`src/hdl/exu_cfg.svh`:
```
`ifndef EXU_CFG_SVH
`define EXU_CFG_SVH

// datapath width in bits
`define EXU_XLEN 64

// operation queue entries, keep a power of two
`define EXU_QDEPTH 4

// shift-add iterations per multiply, one bit of the multiplier each
`define EXU_MUL_STEPS 64

`endif
```
`src/hdl/exu_pkg.sv`:
```
`include "exu_cfg.svh"

package exu_pkg;

    // execute unit operation codes
    typedef enum logic [4:0] {
        op_add    = 5'd0,
        op_sub    = 5'd1,
        op_pass_a = 5'd2,
        op_pass_b = 5'd3,
        op_xor    = 5'd4,
        op_or     = 5'd5,
        op_and    = 5'd6,
        op_sll    = 5'd7,
        op_srl    = 5'd8,
        op_sra    = 5'd9,
        op_slt    = 5'd10,
        op_sltu   = 5'd11,
        op_eq     = 5'd12,
        op_ge     = 5'd13,
        op_geu    = 5'd14,
        op_mul    = 5'd15,
        op_div    = 5'd16,
        op_divu   = 5'd17,
        op_rem    = 5'd18,
        op_remu   = 5'd19
    } alu_op_e;

    typedef enum logic {
        a_pc  = 1'b0,
        a_rs1 = 1'b1
    } sel_a_e;

    // code 3 is unused and falls back to imm
    typedef enum logic [1:0] {
        b_imm = 2'd0,
        b_rs2 = 2'd1,
        b_csr = 2'd2
    } sel_b_e;

    typedef struct packed {
        logic [`EXU_XLEN/2-1:0] hi;
        logic [`EXU_XLEN/2-1:0] lo;
    } alu_half_s;

    // one operand, seen whole or as two words
    typedef union packed {
        logic [`EXU_XLEN-1:0] dword;
        alu_half_s            half;
    } alu_word_u;

    typedef struct packed {
        alu_op_e   op;
        logic      word;
        alu_word_u a;
        alu_word_u b;
    } exu_entry_s;

endpackage

```
`src/hdl/op_queue.sv`:
```
`timescale 1ns/100ps
`include "exu_cfg.svh"

module op_queue (
    input  logic                clk,
    input  logic                rst_n,
    input  logic                flush,
    input  logic                push,
    input  exu_pkg::exu_entry_s entry,
    input  logic                pop,
    output exu_pkg::exu_entry_s head,
    output logic                empty,
    output logic                full
);
    import exu_pkg::*;

    localparam int depth = `EXU_QDEPTH;
    localparam int aw    = $clog2(depth);
    localparam int cw    = aw + 1;

    exu_entry_s      mem [depth];
    logic [aw-1:0]   wr_ptr;
    logic [aw-1:0]   rd_ptr;
    logic [cw-1:0]   count;
    logic            full_q;
    logic            wr_en;
    logic            rd_en;

    // the push now arriving was issued while full_q was the full level
    assign wr_en = push & ~full_q;
    assign rd_en = pop & ~empty;

    assign head  = mem[rd_ptr];
    assign empty = (count == '0);
    // one slot kept free for the push already in the producer
    assign full  = (count >= cw'(depth - 1));

    always_ff @(posedge clk or negedge rst_n) begin
        if (!rst_n) begin
            wr_ptr <= '0;
            rd_ptr <= '0;
            count  <= '0;
            full_q <= 1'b0;
        end else if (flush) begin
            wr_ptr <= '0;
            rd_ptr <= '0;
            count  <= '0;
            full_q <= 1'b0;
        end else begin
            full_q <= full;
            if (wr_en) begin
                wr_ptr <= wr_ptr + 1'b1;
            end
            if (rd_en) begin
                rd_ptr <= rd_ptr + 1'b1;
            end
            case ({wr_en, rd_en})
                2'b10:   count <= count + 1'b1;
                2'b01:   count <= count - 1'b1;
                default: count <= count;
            endcase
        end
    end

    always_ff @(posedge clk) begin
        if (wr_en) begin
            mem[wr_ptr] <= entry;
        end
    end

endmodule

```
`config.mk`:
```
export PLATFORM = sky130hd
export DESIGN_NAME = op_queue
export DESIGN_NICKNAME = d
export VERILOG_FILES = /design/src/hdl/exu_pkg.sv /design/src/hdl/op_queue.sv
export VERILOG_INCLUDE_DIRS = /design/src /design/src/hdl
export SDC_FILE = /design/constraint.sdc
export NUM_CORES = 1
export LEC_CHECK = 0
export CORE_ASPECT_RATIO = 0.8
export CORE_MARGIN = 2
export CORE_UTILIZATION = 50
export CTS_BUF_LIST = sky130_fd_sc_hd__clkbuf_4
export CTS_CLUSTER_SIZE = 24
export DETAILED_ROUTE_END_ITERATION = 12
export DONT_BUFFER_PORTS = 1
export HOLD_SLACK_MARGIN = 0.1
export SYNTH_ARGS = -nofsm -noshare
export SYNTH_HDL_FRONTEND = slang
export SYNTH_SLANG_ARGS = --single-unit
```
`constraint.sdc`:
```
create_clock -name clk -period 6.4 [get_ports clk]
set_input_delay 0 -clock clk [delete_from_list [all_inputs] [get_ports clk]]
set_output_delay 0 -clock clk [all_outputs]
set_load 0.01 [all_outputs]
```
Word-level counts from Yosys, hierarchy flattened
Memory sizes are Yosys's and may differ from the RTL's. Cells that the tools add are included.

Add/sub/neg operators: 4. $lt $le $gt $ge: 1. Equal/unequal tests: 2. Multiplexer cells: 9. Bitwise gates (word level): 4. Reductions and logical operators: 4.

Operators by type and width (count): 2-to-1 mux 2 bit (4); one-hot mux 3 bit (2 select lines) (1); adder 2 x 1 -> 2 bit (second input constant) (2); nonzero test 2 bit (2); adder 3 x 1 -> 3 bit (second input constant) (1); greater-or-equal comparator 3 x 2 -> 1 bit (second input constant) (1); zero test 3 bit (1); 2-to-1 mux 1 bit (3); 2-to-1 mux 3 bit (1); nonzero test 3 bit (1); subtractor 3 x 1 -> 3 bit (second input constant) (1); bitwise AND 1 bit (2); == test 2 x 1 -> 1 bit (second input constant) (1); == test 2 bit (second input constant) (1); NOT 1 bit (2).

Register bits: 8. Bits in writable memories: 536. Input bits: 139. Output and inout port bits: 136. Memories kept: 1.

Memories: mem (depth 4, bits a word 134, read ports 1, clocked after memory_dff 0, wr ports 1, RTL line op_queue.sv:21) `exu_entry_s mem [depth];`.

Logic depth before layout (Yosys ltp)
Depth in word-level cells: 6. Mapped depth: 7. Depth with buffers taken out: 6.

Least setup slack after synthesis
OpenSTA, ideal clock, no wires.

Path kind: register to register. Start: register full_q. End: memory mem[0][0] (netlist bit) (enable). Setup time: 0.510 ns. Data arrival time: 3.933 ns. Required time: 5.890 ns. Path slack: 1.958 ns. Stages on the path, launching flop included: 4. Buffers on the path: 1. Clock period less this slack: 4.442 ns. Path through: dfrtp_1 nor2b_1 buf_2 and2_1.

Cells in the longest elaborated chain, start to end: 4.

RTL lines: start, declared (RTL line op_queue.sv:25) `logic full_q;`; start signal, assigned (RTL line op_queue.sv:50) `full_q <= full;`; NOT 1 bit (RTL line op_queue.sv:30) `assign wr_en = push & ~full_q;`; bitwise AND 1 bit (RTL line op_queue.sv:30); 2-to-1 mux 1 bit (RTL line op_queue.sv:66) `if (wr_en) begin`; 2-to-1 mux 1 bit (implied by the code) (RTL line op_queue.sv:67) `mem[wr_ptr] <= entry;`; end, declared (RTL line op_queue.sv:21).

No other way between the ends.

Final worst setup path
Start: register full_q. End: memory mem[1][39] (netlist bit) (enable).

The elaborated chain is that of the path after synthesis.

==> qor.csv <==
metric,value,unit
outcome,"finished, final reports clean",
Vias,9407,
crit path capture type,register,
crit share post-route,54.6,%
PwrDens,349,nW/µm²
I/O Buffers,0,
Final TNS setup,0,ns
Slew @ Worst Pin,1.15,ns
Static Leakage,8.07,nW
Synth Instances,753,
Die ar.,41200,µm²
Crit-path slowest cell,nor2b_1,
"Distinct cells, synth",28,
die height,182,µm
GRT Residual Overflow,0,
Num CTS Buffers,135,
crit path max fanout,61,
max frequency,0.286,GHz
Worst Path Arrival,3.89,ns
slew margin rel.,23.3,%
Worst Setup EP,mem[1][39],
area of the multi-input gates,3330,µm²
Crit path max-delay family,simple AND/OR/NAND/NOR gates,
largest net degree at the start of global routing,135,
placed cell area,20400,µm²
Post-synth top flop,edfxtp_1,
initial DRC count,577,
RSZ-0062 raised after global routing,no,
CP startpoint kind,register,
num rows,65,
CP bufs+invs,1,
initial core utilization,50.4,%
dpl hpwl,21500,µm
Die Wd,227,µm
WL/cell,22.7,µm
H-tree depth,4,
Synth Register Bits,544,
top-count cell post-synth,edfxtp_1,
Synth area leaders,"edfxtp_1 81%, mux4_2 15%, dfrtp_1 1.0%, buf_2 0.45%, buf_6 0.34%",
Reg2Reg Depth,3,
Crit path required time,6.80,ns
final hold vios,0,
share of layout cells above drive strength 1,28.2,%
worst setup path start,full_q,
MaxCap Viol Count,0,
ANT nets after route,0,
Syn Nets,897,
Post-synth EDFFs,536,
Placer Congestion,0.766,
Max rail drop VDD,0.253,mV
CTS sink cnt,544,
vias per cell,5.31,
worst-path cell chain,"nor2b_1, and2_4, buf_4",
Setup CP Type,register to register,
nets,1292,
FF-to-FF setup slack,2.90,ns
"FFs w/ async S/R, synth",1.47,%
most area-hungry cell type in the Yosys netlist,edfxtp_1,
vias in the first global route,10500,
final instance area,24900,µm²
worst-skew pair later-pin latency,0.80,ns
Max stage delay on crit path,0.89,ns
share of the synthesized area in the top cell type,81.2,%
sequential share of the synthesized area,82.2,%
final setup fails,0,
DRC,0,
Worst Hold Class,input port to register,
I/O Pins,275,
first-pass GRT wire length,60200,µm
Fill cells,2646,
Worst-path clk slew,0.08,ns
Clock Skews,0.0519,ns
Total GRT Usage,19.9,%
DR pass1 iterations,4,
P&R area growth vs syn,25.5,%
worst reg2reg startpoint,full_q,
Post-CTS Setup Bufs,0,
warning count from the yosys run,0,
Root Buffer,clkbuf_4,
min cycle time layout,3.50,ns
critical path depth in cells,3,
Core Box Area,39300,µm²
initial antenna violation count,1,
Routed Wire Length,40100,µm
Syn Area/Cell,26.3,µm²
Commonest cells post-synth,"536 x edfxtp_1, 134 x mux4_2, 18 x buf_2, 8 x dfrtp_1, 8 x nor2_1",
Clock Tree Buf Depth,3,
register area,16300,µm²
CTS tree,yes,
Syn Std Cell Area,19800,µm²
Power Total,8.67,mW
Final Max Tran Viols,0,
Reg-to-Reg End,mem[1][39],
-- worst reg2reg max path, stage by stage, from the launching register on --
cell and delay, ns:
dfrtp_1 0.41, nor2b_1 0.89, and2_4 0.88, buf_4 0.81
-- placed cells by master (no fill, tap or decap), types with 4 or more instances in the layout --
cell / count
dlygate4sd3_1: 280
mux4_2: 134
clkinv_1: 28
and2_4: 4
ha_1: 4
bufinv_16: 4
edfxtp_1: 536
inv_2: 4
clkbuf_4: 185
dfrtp_1: 6
nor2_1: 8
buf_4: 8
-- worst min-delay path by stage --
stage	depth (start not counted)	from	endpoint
CTS	4	push	wr_ptr[1]
finish	4	push	wr_ptr[1]
floorplan	0	rst_n	count[0]
global placement	0	rst_n	full_q
global route	2	entry[124]	mem[2][124]
detailed placement	0	rst_n	count[1]
-- through the flow --
step / hold slack [ns] / setup slack, ns / std cells / utilization, %
CTS: 0.241 / 2.87 / 1771 / 63.3
global route: 0.344 / 2.73 / 1772 / 63.3
detailed placement: -0.295 / 3.06 / 1267 / 52.0
floorplan: -0.296 / 1.96 / 753 / -
finish: 0.395 / 2.90 / 1772 / 63.3
global placement: -0.295 / 3.18 / 1267 / 52.0
-- cell families (layout without fill, tap and decap cells) --
family                   Yosys count  after routing  synth area share [%]
AO/OA/AOI/OAI                      8              8                 0.309
adder cells (fa/ha/maj)            5              5                 0.354
XOR/XNOR                           5              5                 0.221
flip-flops                       544            544                  82.2
multiplexers                     135            135                  15.3
other                              0              1                     0
buffers and inverters             34            516                  1.00
AND/OR/NAND/NOR                   22             22                 0.587
-- routing by layer --
layer / global-route usage (%) / up-vias / wire length, µm
li1: - / 4139 / -
met1: 22.7 / 4890 / 15100
met2: 33.3 / 311 / 20800
met3: 8.24 / 67 / 3180
met4: 8.24 / 0 / 973
met5: 0 / - / 0
-- flip-flops by register name (all words and copies together) (netlist names) --
| register | flops |
|---|---|
| full_q | 1 |
| wr_ptr | 2 |
| mem | 536 |
| rd_ptr | 2 |
| count | 3 |
-- cell type report --
| type | count | area share [%] |
|---|---|---|
| Clock buffer | 185 | 5.59 |
| Sequential cell | 544 | 65.6 |
| Clock inverter | 39 | 1.03 |
| Antenna cell | 1 | 0.0101 |
| Tap cell | 536 | 2.70 |
| Timing Repair Buffer | 290 | 11.7 |
| Multi-Input combinational cell | 175 | 13.4 |
| Inverter | 2 | 0.0302 |
-- report_power, final --
group,internal [mW],switching [mW],leakage (nW)
Sequential,4.23,0.134,5.02
Combinational,0.689,0.831,2.07
Clock,1.49,1.29,0.980
Total,6.41,2.26,8.07
-- repair_timing --
action                     in CTS  in global routing
gates resized for setup         0                  0
hold buffers                  280                  0
setup endpoints to repair       0                  0
hold endpoints to repair      552                  0
Note: power is estimated with default switching activity, not from simulation.
