### config.mk
export PLATFORM = sky130hd
export DESIGN_NAME = operand_select
export DESIGN_NICKNAME = d
export VERILOG_FILES = /design/src/hdl/exu_pkg.sv /design/src/hdl/operand_select.sv
export VERILOG_INCLUDE_DIRS = /design/src /design/src/hdl
export SDC_FILE = /design/constraint.sdc
export NUM_CORES = 1
export LEC_CHECK = 0
export CAP_MARGIN = 20
export CORE_AREA = 5 5 177 179
export DETAILED_ROUTE_END_ITERATION = 8
export DIE_AREA = 0 0 182 184
export DONT_BUFFER_PORTS = 1
export PLACE_DENSITY_LB_ADDON = 0.12
export SLEW_MARGIN = 20
export SYNTH_ARGS = -nofsm -noshare
export SYNTH_HDL_FRONTEND = slang
export SYNTH_SLANG_ARGS = --single-unit
### constraint.sdc
create_clock -name clk -period 0.8 [get_ports clk]
set_clock_uncertainty 0.2 [all_clocks]
set_input_delay 0.16 -clock clk [delete_from_list [all_inputs] [get_ports clk]]
set_output_delay 0.16 -clock clk [all_outputs]
set_load 0.005 [all_outputs]
### src/hdl/exu_cfg.svh
`ifndef EXU_CFG_SVH
`define EXU_CFG_SVH

// datapath width in bits
`define EXU_XLEN 64

// operation queue entries, keep a power of two
`define EXU_QDEPTH 4

// shift-add iterations per multiply, one bit of the multiplier each
`define EXU_MUL_STEPS 64

`endif
### src/hdl/exu_pkg.sv
`include "exu_cfg.svh"

package exu_pkg;

    // execute unit operation codes
    typedef enum logic [4:0] {
        op_add    = 5'd0,
        op_sub    = 5'd1,
        op_pass_a = 5'd2,
        op_pass_b = 5'd3,
        op_xor    = 5'd4,
        op_or     = 5'd5,
        op_and    = 5'd6,
        op_sll    = 5'd7,
        op_srl    = 5'd8,
        op_sra    = 5'd9,
        op_slt    = 5'd10,
        op_sltu   = 5'd11,
        op_eq     = 5'd12,
        op_ge     = 5'd13,
        op_geu    = 5'd14,
        op_mul    = 5'd15,
        op_div    = 5'd16,
        op_divu   = 5'd17,
        op_rem    = 5'd18,
        op_remu   = 5'd19
    } alu_op_e;

    typedef enum logic {
        a_pc  = 1'b0,
        a_rs1 = 1'b1
    } sel_a_e;

    // code 3 is unused and falls back to imm
    typedef enum logic [1:0] {
        b_imm = 2'd0,
        b_rs2 = 2'd1,
        b_csr = 2'd2
    } sel_b_e;

    typedef struct packed {
        logic [`EXU_XLEN/2-1:0] hi;
        logic [`EXU_XLEN/2-1:0] lo;
    } alu_half_s;

    // one operand, seen whole or as two words
    typedef union packed {
        logic [`EXU_XLEN-1:0] dword;
        alu_half_s            half;
    } alu_word_u;

    typedef struct packed {
        alu_op_e   op;
        logic      word;
        alu_word_u a;
        alu_word_u b;
    } exu_entry_s;

endpackage

### src/hdl/operand_select.sv
`timescale 1ns/100ps
`include "exu_cfg.svh"

module operand_select (
    input  logic                 clk,
    input  logic                 rst_n,
    input  logic                 flush,
    input  logic                 issue,
    input  exu_pkg::alu_op_e     op,
    input  exu_pkg::sel_a_e      sel_a,
    input  exu_pkg::sel_b_e      sel_b,
    input  logic                 word,
    input  logic [`EXU_XLEN-1:0] pc,
    input  logic [`EXU_XLEN-1:0] rs1,
    input  logic [`EXU_XLEN-1:0] rs2,
    input  logic [`EXU_XLEN-1:0] csr,
    input  logic [`EXU_XLEN-1:0] imm,
    output logic                 push,
    output exu_pkg::exu_entry_s  entry
);
    import exu_pkg::*;

    alu_word_u a_mux;
    alu_word_u b_mux;

    // first operand is pc or rs1
    always_comb begin
        a_mux.dword = pc;
        if (sel_a == a_rs1) begin
            a_mux.dword = rs1;
            // word mode keeps only the low word of rs1
            if (word) begin
                a_mux.half.hi = '0;
            end
        end
    end

    always_comb begin
        case (sel_b)
            b_rs2:   b_mux.dword = rs2;
            b_csr:   b_mux.dword = csr;
            default: b_mux.dword = imm;
        endcase
    end

    // one push per issue, an issue in the flush cycle is lost
    always_ff @(posedge clk or negedge rst_n) begin
        if (!rst_n) begin
            push <= 1'b0;
        end else begin
            push <= issue & ~flush;
        end
    end

    always_ff @(posedge clk) begin
        if (issue) begin
            entry.op   <= op;
            entry.word <= word;
            entry.a    <= a_mux;
            entry.b    <= b_mux;
        end
    end

endmodule

### Word-level counts from Yosys, hierarchy flattened

Cells that the tools add are included.

* flip-flop bits (word level): 135
* input port bits: 333
* output and inout port bits: 135

* equal/unequal tests: 2
* muxes and demuxes: 3
* bitwise logic cells: 2

Operator list (count)
* 64-bit one-hot mux with 2 select lines: 1
* 64-bit 2-to-1 mux: 1
* 32-bit 2-to-1 mux: 1
* 2-bit by 1-bit equality test with 1-bit output (second input constant): 1
* 2-bit equality test (second input constant): 1
* 1-bit bitwise AND: 1
* 1-bit inverter: 1

### Logic depth before layout (Yosys ltp)

Gate-level depths: netlist (run 1).

* depth in word-level cells: 2
* mapped depth: 7
* depth with buffers taken out: 4

### Worst setup path before layout (run 1)

Ideal clock, no wire load.

* kind: input to register
* from: input port sel_b[0]
* to: register entry[40] (netlist bit), data pin
* setup time: 0.267 ns
* arrival: 1.006 ns
* required time: 0.333 ns
* path slack: -0.672 ns
* stages: 7
* buffers on the path: 3
* cell sequence: inv_1 ha_1 buf_4 buf_4 buf_6 nand2_1 o21ai_0

RTL lines
* start, declared: line operand_select.sv:11 `input exu_pkg::sel_b_e sel_b,`
* end, declared: line operand_select.sv:19 `output exu_pkg::exu_entry_s entry`

### Worst setup path after layout (run 1)

* from: register entry[6] (netlist bit)
* to: output port entry[6] (netlist bit)

No word-level cell between the ends.

==> flow_summary_export.csv, run 1 <==
group,metric,value,unit
sta,relSlewSlack,65.8,%
sta,hold_viol,265,
pwr,p_total,20.1,mW
clocking,cts_max_level,4,
global_route,antenna_found_initial,1,
pwr,peakVddDrop,1020,µV
route,wl_per_cell,30.5,µm
setup_path,worstPathMaxFanout,1,
final_layout,final_common_cell,"edfxtp_1",
die,die_w,182,µm
die,start_util,20.7,%
pwr,p_per_area,2190,nW/µm²
status,status,"finished with violations",
synth,ys_ff_latch,135,
synth,netlist_area,6100,µm²
placement,gp_congestion,0.808,
die,std_cell_rows,63,
final_layout,n_antenna_cell,0,
setup_path,start_kind,"register",
die,ios,468,
route,antenna_left,0,
route,routed_wl,27000,µm
synth,ys_seq_area_share,66.4,%
placement,io_buffers,0,
sta,setup_slack,-0.453,ns
sta,worst_pin_slew,0.512,ns
route,via_per_inst,4.93,
clocking,hold_buffers,7,
route,route.detailed.drc,0,
synth,synth_nets,773,
final_layout,drive_above_1_share,65.1,%
final_layout,final_cells,886,
placement,dp_hpwl,17000,µm
global_route,grt_pass1_vias,4650,
global_route,grt_max_degree,136,
sta,rsz0062_at_grt,"true",
status,violations,"hold timing, setup timing",
synth,syn_inst,438,
placement,pre_cts_ws,-0.640,ns
final_layout,final_cell_mix,"edfxtp_1, a22oi_2, o21ai_2",
final_layout,area_growth,50.6,%
min_path,min_path_type,"in2reg",
synth,syn_area_per_cell,13.9,µm²
final_layout,design_area,9180,µm²
sta,hold_ws,-0.351,ns
clocking,cts_tree,"done",
clocking,numCtsBuffers,17,
setup_path,critical_path_class,"reg2out",
die,die_y,184,µm
sta,setup_viol,199,
global_route,grt_first_pass_wirelength,35900,µm
placement,placed_cell_area,6730,µm²
clocking,clk_pin_slew_worst_paths,0.06,ns
sta,slew_violations,0,
final_layout,n_fill_cell,2869,
run,maxCapViolCount,0,
placement,dp_cells,800,
sta,fin_crit,1.25,ns
clocking,cts_sinks,135,
sta,fmax,0.798,GHz
setup_path,cp_data_required_time,0.44,ns
clocking,cts_buffer_depth,2,
sta,period_share,157,%
global_route,gr-total-overflow,0,
synth,synth_cell_types,19,
route,drtIter0Drc,194,
route,drt_first_pass_iters,4,
final_layout,nets,819,
clocking,cts_root_buf,"clkbuf_16",
route,vias,4366,
die,placeableCoreArea,29400,µm²
global_route,grt.total_usage,15.1,%
setup_path,arrival,0.89,ns
die,dieArea,33500,µm²
setup_path,endpoint_kind,"output port",
pwr,power.leakage,3.26,nW
synth,yosys_warnings,0,
## per-stage QoR
| step | TNS (ns) | util, % |
|---|---|---|
| after floorplan | -54.25 | - |
| after global placement | -51.53 | 22.9 |
| after detailed placement | -54.92 | 22.9 |
| after CTS | -67.01 | 30.1 |
| after global routing | -69.22 | 31.2 |
| final | -63.86 | 31.2 |
## cell families after synthesis
family | share of synthesized area, %
AND/OR/NAND/NOR | 4.39
adder cells (fa/ha/maj) | 0.410
multiplexers | 5.91
AO/OA/AOI/OAI | 18.2
buffers and inverters | 4.70
flip-flops | 66.4
## routing by layer
metal	up-vias	GRT usage [%]	part of all wire, %
li1	1834	-	-
met1	2202	16.8	36
met2	287	27.8	55
met3	41	4.55	6.9
met4	2	4.47	2.4
met5	-	0	0.026
## sequential cells by signal, summed over array words and instances (netlist names)
name / flops
push: 1
entry: 134
## final cells by class
class	count	area, µm²	area share [%]
clock buffers	17	425	4.63
well taps	390	488	5.31
repair buffers	64	1270	13.9
multi-input cells	262	2780	30.2
flip-flops and latches	135	4050	44.1
clock inverters	14	145	1.58
inverters	4	25.0	0.273
## cell usage after synthesis (all sizes together)
master,count,area share (%)
a22o,31,5.0
a22oi,64,7.9
buf,29,3.4
clkbuf,9,1.0
dfrtp,1,0.41
edfxtp,134,66
ha,2,0.41
inv,4,0.25
mux2,32,5.9
nand2,64,3.9
nand3b,1,0.12
nor2b,2,0.33
o21ai,65,5.3
## path summary, 6_finish.rpt
kind | start | end | slack, ns | cells past startpoint
setup / recovery | entry[6]$_DFFE_PP_ | entry[6] | -0.45 | 0
max in group asynchronous | rst_n | push$_DFF_PN0_ | 0.50 | 1
min in group asynchronous | rst_n | push$_DFF_PN0_ | -0.22 | 1
hold / removal | word | entry[128]$_DFFE_PP_ | -0.35 | 0
## power by group
| group | leakage (nW) | switching (mW) | total [mW] | internal, mW |
|---|---|---|---|---|
| Sequential | 1.32 | 0.503 | 9.17 | 8.66 |
| Clock | 0.268 | 3.47 | 7.83 | 4.36 |
| Combinational | 1.67 | 1.36 | 3.10 | 1.73 |
## what timing repair did
item / CTS / global route
setup buffers: 22 / 6
resized for setup: 164 / 110
pin swaps: 67 / 20
hold endpoints to repair: 270 / 265
cloned: 28 / 2
endpoints found under the setup margin: 228 / 199
Power figures use the tool's default switching activity.
==> run 2: changes to the inputs <==
PLACE_DENSITY = 0.31   (was unset)
PLACE_DENSITY_LB_ADDON = unset   (was 0.12)
==> run 2 against run 1 <==
The flow still finishes with violations (hold timing, setup timing). Critical path depth did not move. Worst setup slack got worse by 0.024 ns. Combinational power fell by 8.7%. Flip-flop and latch count did not move. Non-clock buffer count rose by 5. Worst hold slack improved by 0.0054 ns. First-iteration DRC count rose by 7.7%. Global-route usage fell by 2.0 points. Count of clock-buffer cells in the layout rose by 1. Critical path type unchanged. Largest power group unchanged.
==> flow_summary_export.csv, run 2 (synthesis results as in run 1) <==
group,metric,value,unit
status,status,"finished with violations",
status,violations,"hold timing, setup timing",
die,die_y,184,µm
die,dieArea,33500,µm²
final_layout,nets,824,
setup_path,worstPathMaxFanout,1,
sta,relSlewSlack,61.5,%
route,antenna_left,0,
setup_path,start_kind,"register",
global_route,gr-total-overflow,0,
route,vias,4317,
setup_path,critical_path_class,"reg2out",
route,route.detailed.drc,0,
final_layout,reg.largest.list,"entry: 134 flops, push: 1 flops",
sta,setup_slack,-0.477,ns
route,drt_first_pass_iters,4,
final_layout,drive_above_1_share,61.6,%
pwr,power.leakage,3.10,nW
sta,worst_pin_slew,0.577,ns
sta,slew_violations,0,
route,drtIter0Drc,209,
global_route,antenna_found_initial,0,
sta,fmax,0.783,GHz
die,placeableCoreArea,29400,µm²
sta,fin_crit,1.28,ns
final_layout,regMostFlops,"entry",
final_layout,largest_reg_flops,134,
setup_path,cp_data_required_time,0.44,ns
route,routed_wl,24900,µm
final_layout,final_cell_mix,"edfxtp_1, a22oi_2, o21ai_2",
die,ios,468,
clocking,numCtsBuffers,17,
pwr,p_total,20.0,mW
sta,hold_viol,190,
global_route,grt_pass1_vias,4585,
final_layout,final_cells,890,
clocking,cts_max_level,4,
die,start_util,20.7,%
placement,dp_hpwl,16600,µm
route,wl_per_cell,28.0,µm
route,via_per_inst,4.85,
sta,period_share,160,%
global_route,grt_max_degree,136,
setup_path,arrival,0.92,ns
placement,io_buffers,0,
global_route,grt_first_pass_wirelength,32000,µm
clocking,cts_sinks,135,
placement,dp_cells,809,
final_layout,n_fill_cell,2911,
final_layout,n_antenna_cell,0,
placement,pre_cts_ws,-0.682,ns
clocking,cts_buffer_depth,2,
sta,setup_viol,199,
clocking,hold_buffers,8,
setup_path,crit_start,"entry[2]$_DFFE_PP_",
sta,rsz0062_at_grt,"true",
final_layout,area_growth,46.2,%
pwr,p_per_area,2250,nW/µm²
global_route,grt.total_usage,13.1,%
clocking,cts_tree,"done",
setup_path,endpoint_kind,"output port",
die,std_cell_rows,63,
pwr,peakVddDrop,1210,µV
placement,gp_congestion,0.792,
run,maxCapViolCount,0,
sta,hold_ws,-0.346,ns
clocking,cts_root_buf,"clkbuf_16",
min_path,min_path_type,"in2reg",
die,die_w,182,µm
clocking,clk_pin_slew_worst_paths,0.05,ns
min_path,hp-start,"word",
final_layout,final_common_cell,"edfxtp_1",
run 2: cell types whose count changed in the layout (fill, tap and decap cells not counted), sizes merged:
cell,before,now
inv,10,6
bufinv,1,3
buf,55,56
clkbuf,19,24
run 2: timing repair:
action / 4_1_cts / 5_1_grt
cloned: 19 / 8
pin swaps: 53 / 54
resized for setup: 143 / 73
hold endpoints to repair: 270 / 265
endpoints found under the setup margin: 229 / 202
setup buffers: 15 / 12
run 2: path summary, 6_finish.rpt:
kind                       slack, ns  depth (start not counted)                    to
max                            -0.48                          0              entry[2]
min in group asynchronous      -0.22                          1        push$_DFF_PN0_
max in group asynchronous       0.51                          1        push$_DFF_PN0_
min                            -0.35                          0  entry[128]$_DFFE_PP_
run 2: report_power, final:
group	switching, mW	internal, mW
Clock	3.14	4.88
Sequential	0.521	8.67
Combinational	1.23	1.60
run 2: per-layer routing:
metal  vias to the layer above  GRT usage (%)  routed length (µm)
met5                         -              0                   0
met4                         0           4.11                 486
met3                        31           5.24                2110
met2                       286           23.5               13400
met1                      2164           14.1                8940
li1                       1836              -                   -
run 2: area by class of cell:
type | instances | area, µm² | share of cell area [%]
tap | 390 | 488 | 5.47
inverter | 4 | 27.5 | 0.309
timing repair buffer | 69 | 1180 | 13.2
multi-input combinational | 262 | 2590 | 29.1
clock inverter | 12 | 154 | 1.73
sequential | 135 | 4050 | 45.4
clock buffer | 18 | 429 | 4.81
run 2: metrics by stage:
step	utilization (%)	cell area (µm²)	hold slack [ns]	setup TNS [ns]
after floorplan	-	6500	-0.336	-54.25
after CTS	29.0	8530	-0.378	-68.52
final	30.3	8920	-0.346	-62.42
after global placement	23.2	6830	-0.336	-55.21
after detailed placement	23.2	6830	-0.336	-57.18
after global routing	30.3	8920	-0.379	-67.84
==> run 3: changes to the inputs <==
--- a/config.mk
+++ b/config.mk
@@ -7,6 +7,6 @@
 export NUM_CORES = 1
 export LEC_CHECK = 0
-export CAP_MARGIN = 20
 export CORE_AREA = 5 5 177 179
+export CTS_BUF_LIST = sky130_fd_sc_hd__clkbuf_8
 export DETAILED_ROUTE_END_ITERATION = 8
 export DIE_AREA = 0 0 182 184
==> constraint.sdc (replaced) <==
create_clock -name clk -period 0.8 [get_ports clk]
set_clock_uncertainty 0.2 [all_clocks]
set_input_delay 0.12 -clock clk [delete_from_list [all_inputs] [get_ports clk]]
set_output_delay 0.12 -clock clk [all_outputs]
set_load 0.005 [all_outputs]
==> run 3 against run 2 <==
Highest routed layer unchanged. Maximum frequency increased by 0.76%. Critical path depth unchanged. Sequential share of layout area decreased by 0.52 points. Design area increased by 1.2%. Power decreased by 9.3%. Clock power decreased by 24%. Combinational power increased by 2%. The flow still finishes with violations (hold timing, setup timing). Sequential power about the same.
==> flow_summary_export.csv, run 3 (synthesis results as in run 1) <==
group,metric,value,unit
route,route.detailed.drc,0,
clocking,cts_tree,"done",
sta,fin_crit,1.27,ns
sta,period_share,158,%
final_layout,fin_util,30.7,%
pwr,share_comb_of_total_power,15.9,%
pwr,netSwitchingPower,4.78,mW
route,via_per_inst,4.68,
sta,setup_slack,-0.467,ns
global_route,antenna_found_initial,0,
final_layout,nets,867,
clocking,cts_sinks,135,
final_layout,n_fill_cell,2891,
global_route,gr-total-overflow,0,
setup_path,endpoint_kind,"output port",
route,drtIter0Drc,178,
route,antenna_left,0,
clocking,cts_buffer_depth,2,
die,dieArea,33500,µm²
placement,gp_congestion,0.792,
setup_path,arrival,0.95,ns
placement,io_buffers,0,
clocking,numCtsBuffers,17,
setup_path,cp_data_required_time,0.48,ns
pwr,power_frac_clock,33.6,%
placement,pre_cts_ws,-0.674,ns
sta,fmax,0.789,GHz
min_path,min_path_type,"in2reg",
clocking,cts_max_level,4,
global_route,grt_first_pass_wirelength,31200,µm
pwr,seqPwrFrac,50.5,%
final_layout,largest_reg_flops,134,
final_layout,reg.largest.list,"entry: 134 flops, push: 1 flops",
pwr,p_per_area,2010,nW/µm²
die,std_cell_rows,63,
global_route,grt_pass1_vias,4645,
pwr,switching_share,26.3,%
setup_path,worstPathMaxFanout,1,
sta,hold_ws,-0.422,ns
die,ios,468,
setup_path,critical_path_class,"reg2out",
die,start_util,20.7,%
clocking,cts_root_buf,"clkbuf_8",
final_layout,drive_above_1_share,50.3,%
route,routed_wl,23300,µm
pwr,internal_power,13.4,mW
die,die_w,182,µm
pwr,power.leakage,3.19,nW
route,drt_first_pass_iters,6,
sta,relSlewSlack,65.7,%
sta,worst_pin_slew,0.513,ns
status,status,"finished with violations",
die,die_y,184,µm
run,maxCapViolCount,0,
route,vias,4376,
global_route,grt_max_degree,136,
sta,rsz0062_at_grt,"true",
final_layout,regArea,4050,µm²
final_layout,regMostFlops,"entry",
sta,setup_viol,199,
global_route,grt.total_usage,12.7,%
pwr,p_total,18.2,mW
final_layout,final_cell_mix,"edfxtp_1, dlygate4sd3_1, o21ai_2",
status,violations,"hold timing, setup timing",
placement,dp_hpwl,16500,µm
die,placeableCoreArea,29400,µm²
setup_path,start_kind,"register",
clocking,clk_pin_slew_worst_paths,0.08,ns
final_layout,area_growth,47.9,%
sta,hold_viol,263,
final_layout,final_common_cell,"edfxtp_1",
pwr,peakVddDrop,955,µV
final_layout,n_antenna_cell,0,
sta,slew_violations,0,
route,wl_per_cell,24.9,µm
final_layout,multiInputGateArea,2580,µm²
## run 3: area by class of cell
class                   count  area share (%)
clock buffers              17            2.59
clock inverters            15            1.97
inverters                   4           0.250
multi-input cells         262            28.6
flip-flops and latches    135            44.9
well taps                 390            5.41
repair buffers            112            16.3
## run 3: final timing paths
check / startpoint / endpoint / slack [ns] / cells past startpoint
worst min-delay path: word / entry[128]$_DFFE_PP_ / -0.42 / 0
min in group asynchronous: rst_n / push$_DFF_PN0_ / 0.24 / 2
worst max-delay path: entry[2]$_DFFE_PP_ / entry[2] / -0.47 / 0
max in group asynchronous: rst_n / push$_DFF_PN0_ / 0.05 / 2
## run 3: timing repair
action,4_1_cts,5_1_grt
hold endpoints to repair,270,263
setup buffers,10,1
resized for setup,129,74
pin swaps,25,10
cloned,13,1
hold buffers,72,1
setup endpoints to repair,189,211
## run 3: power by group through the flow
stage	combinational, mW	sequential (mW)	clock, mW
after floorplan	1.28	9.05	0
after global placement	1.50	9.41	0
after detailed placement	1.53	9.37	0
after CTS	2.66	9.22	6.41
after global routing	3.09	9.25	6.66
final	2.89	9.17	6.11
## run 3: metrics by stage
step	instance area, µm²	hold slack [ns]	cells	TNS (ns)
floorplan	6500	-0.376	438	-49.13
global placement	6830	-0.376	809	-50.00
detailed placement	6830	-0.376	809	-51.74
CTS	8720	-0.480	935	-63.65
global route	9020	-0.484	935	-65.15
finish	9020	-0.422	935	-57.50
## run 3: per-layer routing
layer,wire length [µm],track usage [%]
met5,0,0
met4,442,4.38
met3,2080,5.22
met2,12700,23.2
met1,8080,13.3
